===== src/rtl/fifo_ctl_pkg.sv =====
// Shared sizes, types and flag structs for the single clock FIFO controller
// ADDR_W sets the depth and the storage array must hold DEPTH_WORDS entries
`default_nettype none

package fifo_ctl_pkg;

	// Storage address bits. The pointers carry one extra wrap bit on top
	localparam int ADDR_W = 4;
	localparam int DEPTH_WORDS = 1 << ADDR_W;
	localparam int PTR_W = ADDR_W + 1;

	typedef logic [ADDR_W-1:0] addr_t;
	typedef logic [PTR_W-1:0] ptr_t;

	// Entry count from 0 up to DEPTH_WORDS inclusive, so it needs PTR_W bits
	typedef logic [PTR_W-1:0] level_t;

	localparam level_t DEPTH_LVL = level_t'(DEPTH_WORDS);

	typedef struct packed {
		level_t almost_full_lvl;
		level_t almost_empty_lvl;
	} fifo_thresh_t;

	typedef struct packed {
		logic full;
		logic full_minus_one;
		logic almost_full;
		logic overflow;
	} push_flags_t;

	typedef struct packed {
		logic empty;
		logic empty_plus_one;
		logic almost_empty;
		logic underflow;
	} pop_flags_t;

	// An empty FIFO shows empty and almost empty out of reset
	localparam push_flags_t PUSH_FLAGS_RST = '0;
	localparam pop_flags_t POP_FLAGS_RST = '{
		empty: 1'b1,
		empty_plus_one: 1'b0,
		almost_empty: 1'b1,
		underflow: 1'b0
	};

	// The wrap bit makes the plain difference correct across wraparound
	function automatic level_t occupancy(ptr_t wr, ptr_t rd);
		return level_t'(wr - rd);
	endfunction

	function automatic level_t free_count(ptr_t wr, ptr_t rd);
		return DEPTH_LVL - occupancy(wr, rd);
	endfunction

endpackage

`default_nettype wire


===== src/rtl/fifo_push_ctl.sv =====
// Push side of the FIFO controller. Flags are registered and see the read
// pointer one cycle late, so a pop frees space on the push side a cycle after
// it happens. A push while full only sets overflow
`timescale 1ns/1ps
`default_nettype none

module fifo_push_ctl (
	input  wire                        rclk,
	input  wire                        rst_n,
	input  wire                        wen,
	input  wire fifo_ctl_pkg::ptr_t    rptr,
	input  wire fifo_ctl_pkg::fifo_thresh_t thresh,
	output fifo_ctl_pkg::ptr_t         wptr,
	output fifo_ctl_pkg::push_flags_t  flags
);

	fifo_ctl_pkg::ptr_t wptr_q;
	fifo_ctl_pkg::ptr_t wptr_next;
	fifo_ctl_pkg::level_t free_next;
	fifo_ctl_pkg::push_flags_t flags_q;
	fifo_ctl_pkg::push_flags_t flags_next;
	logic push_ok;
	logic overflow_next;

	// Only the full flag gates a push
	assign push_ok = wen & ~flags_q.full;

	always_comb begin
		if (push_ok) begin
			wptr_next = wptr_q + fifo_ctl_pkg::ptr_t'(1);
		end else begin
			wptr_next = wptr_q;
		end
	end

	// Free space as it will be after this edge, with the pop side credited late
	assign free_next = fifo_ctl_pkg::free_count(wptr_next, rptr);

	// Overflow follows every push request and holds between requests
	always_comb begin
		if (wen) begin
			overflow_next = flags_q.full;
		end else begin
			overflow_next = flags_q.overflow;
		end
	end

	always_comb begin
		flags_next.full = (free_next == '0);
		flags_next.full_minus_one = (free_next == fifo_ctl_pkg::level_t'(1));
		// Strict compare, so a threshold of 0 never raises almost full
		flags_next.almost_full = (free_next < thresh.almost_full_lvl);
		flags_next.overflow = overflow_next;
	end

	always_ff @(posedge rclk or negedge rst_n) begin
		if (!rst_n) begin
			wptr_q <= '0;
		end else begin
			wptr_q <= wptr_next;
		end
	end

	always_ff @(posedge rclk or negedge rst_n) begin
		if (!rst_n) begin
			flags_q <= fifo_ctl_pkg::PUSH_FLAGS_RST;
		end else begin
			flags_q <= flags_next;
		end
	end

	assign wptr = wptr_q;
	assign flags = flags_q;

endmodule

`default_nettype wire


===== src/rtl/fifo_pop_ctl.sv =====
// Pop side of the FIFO controller. Flags are registered and see the write
// pointer one cycle late, so a push becomes visible here a cycle after its
// edge. A pop while empty only sets underflow
`timescale 1ns/1ps
`default_nettype none

module fifo_pop_ctl (
	input  wire                        rclk,
	input  wire                        rst_n,
	input  wire                        ren,
	input  wire fifo_ctl_pkg::ptr_t    wptr,
	input  wire fifo_ctl_pkg::fifo_thresh_t thresh,
	output fifo_ctl_pkg::ptr_t         rptr,
	output fifo_ctl_pkg::pop_flags_t   flags
);

	fifo_ctl_pkg::ptr_t rptr_q;
	fifo_ctl_pkg::ptr_t rptr_next;
	fifo_ctl_pkg::level_t used_next;
	fifo_ctl_pkg::pop_flags_t flags_q;
	fifo_ctl_pkg::pop_flags_t flags_next;
	logic pop_ok;
	logic underflow_next;

	// Only the empty flag gates a pop
	assign pop_ok = ren & ~flags_q.empty;

	always_comb begin
		if (pop_ok) begin
			rptr_next = rptr_q + fifo_ctl_pkg::ptr_t'(1);
		end else begin
			rptr_next = rptr_q;
		end
	end

	// Entries held after this edge, counting only pushes already registered
	assign used_next = fifo_ctl_pkg::occupancy(wptr, rptr_next);

	// Underflow follows every pop request and holds between requests
	always_comb begin
		if (ren) begin
			underflow_next = flags_q.empty;
		end else begin
			underflow_next = flags_q.underflow;
		end
	end

	always_comb begin
		flags_next.empty = (used_next == '0);
		flags_next.empty_plus_one = (used_next == fifo_ctl_pkg::level_t'(1));
		// A threshold of DEPTH_WORDS keeps almost empty high until full
		flags_next.almost_empty = (used_next < thresh.almost_empty_lvl);
		flags_next.underflow = underflow_next;
	end

	always_ff @(posedge rclk or negedge rst_n) begin
		if (!rst_n) begin
			rptr_q <= '0;
		end else begin
			rptr_q <= rptr_next;
		end
	end

	always_ff @(posedge rclk or negedge rst_n) begin
		if (!rst_n) begin
			flags_q <= fifo_ctl_pkg::POP_FLAGS_RST;
		end else begin
			flags_q <= flags_next;
		end
	end

	assign rptr = rptr_q;
	assign flags = flags_q;

endmodule

`default_nettype wire


===== src/rtl/fifo_ctl.sv =====
// Single clock FIFO controller. The storage array is external and is written
// at waddr when wen is high and full is low, and read at raddr likewise
// Thresholds must stay stable while the FIFO is in use
`timescale 1ns/1ps
`default_nettype none

module fifo_ctl (
	input  wire                        rclk,
	input  wire                        rst_n,
	input  wire                        wen,
	input  wire                        ren,
	input  wire fifo_ctl_pkg::fifo_thresh_t thresh,
	output fifo_ctl_pkg::addr_t        waddr,
	output fifo_ctl_pkg::addr_t        raddr,
	output fifo_ctl_pkg::push_flags_t  push_flags,
	output fifo_ctl_pkg::pop_flags_t   pop_flags
);

	fifo_ctl_pkg::ptr_t wptr;
	fifo_ctl_pkg::ptr_t rptr;

	// Each side gets the other side's registered pointer directly
	fifo_push_ctl push_i (
		.rclk   (rclk),
		.rst_n  (rst_n),
		.wen    (wen),
		.rptr   (rptr),
		.thresh (thresh),
		.wptr   (wptr),
		.flags  (push_flags)
	);

	fifo_pop_ctl pop_i (
		.rclk   (rclk),
		.rst_n  (rst_n),
		.ren    (ren),
		.wptr   (wptr),
		.thresh (thresh),
		.rptr   (rptr),
		.flags  (pop_flags)
	);

	// Drop the wrap bit to address the storage array
	assign waddr = wptr[fifo_ctl_pkg::ADDR_W-1:0];
	assign raddr = rptr[fifo_ctl_pkg::ADDR_W-1:0];

endmodule

`default_nettype wire


===== config.mk =====
export PLATFORM = sky130hd
export DESIGN_NAME = fifo_ctl
export DESIGN_NICKNAME = d
export VERILOG_FILES = /design/src/rtl/fifo_ctl_pkg.sv /design/src/rtl/fifo_push_ctl.sv /design/src/rtl/fifo_pop_ctl.sv /design/src/rtl/fifo_ctl.sv
export SDC_FILE = /design/constraint.sdc
export NUM_CORES = 1
export LEC_CHECK = 0
export ABC_AREA = 1
export BUFFER_PORTS_ARGS = -buffer_cell sky130_fd_sc_hd__buf_2
export CAP_MARGIN = 30
export CORE_UTILIZATION = 50
export CTS_CLUSTER_DIAMETER = 60
export DETAILED_ROUTE_END_ITERATION = 8
export PLACE_DENSITY = 0.71
export SLEW_MARGIN = 40
export SYNTH_ARGS = -nofsm -noshare
export SYNTH_HDL_FRONTEND = slang
export SYNTH_SLANG_ARGS = --single-unit

===== constraint.sdc =====
create_clock -name rclk -period 3.3 [get_ports rclk]
set_clock_uncertainty 0.1 [all_clocks]
set_input_delay 0.66 -clock rclk [delete_from_list [all_inputs] [get_ports rclk]]
set_output_delay 0.66 -clock rclk [all_outputs]
set_load 0.02 [all_outputs]

==> results.yml <==
setup_path:
  crit_fanout: 4
  criticalPathCategory: "flop to flop"
  critPathCaptureType: "flop"
  cp.required_ps: 3390
  crit_start: "push_i.wptr[0]"
  cp.arrival_ps: 3070
  cp_slowest_cell: "dfrtp_1"
  cp_cell_sequence: "ha_1, nand3_1, xor2_1, inv_1, ha_1, ha_1, nand3_1, nand2_1, nand2_1, nand2_1, nand2_1, nand2_2, ha_1, nand2_1, o21ai_0, nor2_1"
  crit_top_cell: "nand2_1"
  critPathLaunchType: "flop"
  timing.rr.start: "push_i.wptr[0]"
  slowest_delay_ps: 440
min_path:
  min_path_type: "input port to async pin"
grt:
  antenna_found_initial: 0
  grt_usage: 0.208
  gr-total-overflow: 0
  grt_pass1_vias: 1254
  grt_pass1_wl_um: 5210
  grt_max_degree: 19
clock_tree:
  holdBufCountCts: 0
  cts_root_buffer: "clkbuf_4"
  cts.reportedPaths.clkPinSlew_ps: 110
  cts_buffer_depth: 2
  cts_tree: "built"
  cts.sinks: 18
  insertion_delay_ps: 300
  cts_setup_buffers: 0
  cts_max_level: 1
  cts_made_buffers: 3
sta:
  fmax_mhz: 336
  max_slew.worst_pin.slew_ps: 400
  min_period_over_period: 0.903
  rsz0062_at_grt: "no"
  maxSlewViolCount: 0
  tns_ps: 0
  setup_viol: 0
  max_slew_margin: 0.733
  fin_crit_ps: 2980
  hold_viol: 0
logic_synthesis:
  syn-num-nets: 218
  postSynthAreaPerCell_um2: 8.18
  yosysUniqueCellTypes: 25
  async_flop_share: 1.00
  synthCells: 181
  netlist_area_mm2: 0.00148
  seq_area_frac_synth: 0.306
  synth_edf_count: 0
  ys.flop_type: "dfrtp_1"
  yosysWarningCount: 0
  ys_seq_elements: 18
routing:
  finalWirelength_um: 2970
  vias: 1236
  vias_per_cell: 5.19
  drt_iter0_drc: 50
  ant_nets: 0
  firstDrtPassIters: 4
  drt-wirelength-per-cell_um: 12.5
  drc: 0
final_layout:
  layout_commonest_cell: "nand2_1"
  nets: 245
  layout_common_cells: "35 x nand2_1, 29 x buf_2, 27 x inv_1"
  fillCellCount: 269
  drive_gt1_frac: 0.261
  diodes: 0
  syn2layout_area_growth_pct: 11.7
floorplanning:
  start_util: 0.532
  rows: 19
  die-area_mm2: 0.00318
  die_h_um: 56.4
  core_area_mm2: 0.00278
  die_width_um: 56.4
  pin_count: 30
place:
  portBuffers: 29
  place_congestion: 0.850
  hpwl_um: 2520
status:
  status: "finished, final reports clean"
flow_run:
  cap_violations: 0
[final timing paths]
kind	end	depth (start not counted)	slack [ps]
setup / recovery	push_i.flags[1]	16	320
hold / removal	pop_i.flags[0]	1	170
setup reg to reg	push_i.flags[1]	16	320
hold reg to reg	push_i.flags[0]	1	400
max in group asynchronous	pop_i.flags[1]	1	2610
min in group rclk	push_i.flags[0]	1	400
[registers in the layout (all words and copies together), names as in the netlist]
| name | count |
|---|---|
| pop_i.flags | 4 |
| pop_i.rptr | 5 |
| push_i.flags | 4 |
| push_i.wptr | 5 |
[layout make-up]
cell class                      count  area [um^2]  share of cell area
Sequential cell                    18          454               0.275
Multi-Input combinational cell    120          840               0.508
Tap cell                           31         38.8              0.0235
Inverter                           35          131              0.0795
Timing Repair Buffer               30          153              0.0924
Clock buffer                        4         36.3              0.0220
[worst max-delay path: cells and delay by family (launching register included)]
kind	cells	cell delay [ps]
compound gates	1	170
xor+xnor	1	200
fa+ha+maj	4	1140
buf+inv	1	60
flops	1	440
simple gates	9	740
[through the flow]
step	hold WS (ps)	util	instance area, um^2	worst slack, ps	std cells
3_3_place_gp	366	0.579	1610	70.4	234
3_5_place_dp	376	0.579	1610	5.45	234
4_1_cts	189	0.592	1650	207	238
2_1_floorplan	264	-	1480	337	181
6_report	171	0.594	1650	322	238
5_1_grt	190	0.594	1650	7.61	238
[layer usage]
metal | routed length [um] | vias up | global-route usage
met5 | 0 | - | 0
met4 | 41 | 0 | 0.0836
met3 | 113 | 4 | 0.0369
met2 | 1520 | 26 | 0.355
met1 | 1290 | 582 | 0.260
li1 | - | 624 | -
[synth_stat cells, types with 6 or more instances]
library cell  count  share of area
inv_1            27          0.068
buf_4             8          0.041
nand2_1          35          0.089
inv_2             8          0.020
a21oi_1           8          0.027
nand3_1          10          0.034
nor2_1           11          0.028
nand4_1           6          0.025
dfrtp_1          16           0.27
ha_1             21           0.18
xor2_1            8          0.047
[cell families (layout without fill, tap and decap cells)]
logic type,count (synthesis),in the layout,synth area share
simple gates,71,71,0.235
buf+inv,43,69,0.129
fa+ha+maj,23,23,0.205
flops,18,18,0.306
compound gates,15,15,0.0549
xor+xnor,11,11,0.0702
[timing repair]
action                     4_1_cts  5_1_grt
setup endpoints to repair        0        1
hold endpoints to repair         0        0
resized for setup                0        2
Power is left out: the tool's default activity adds up to more than one toggle a clock period on the data nets, which glitch-free logic cannot reach.
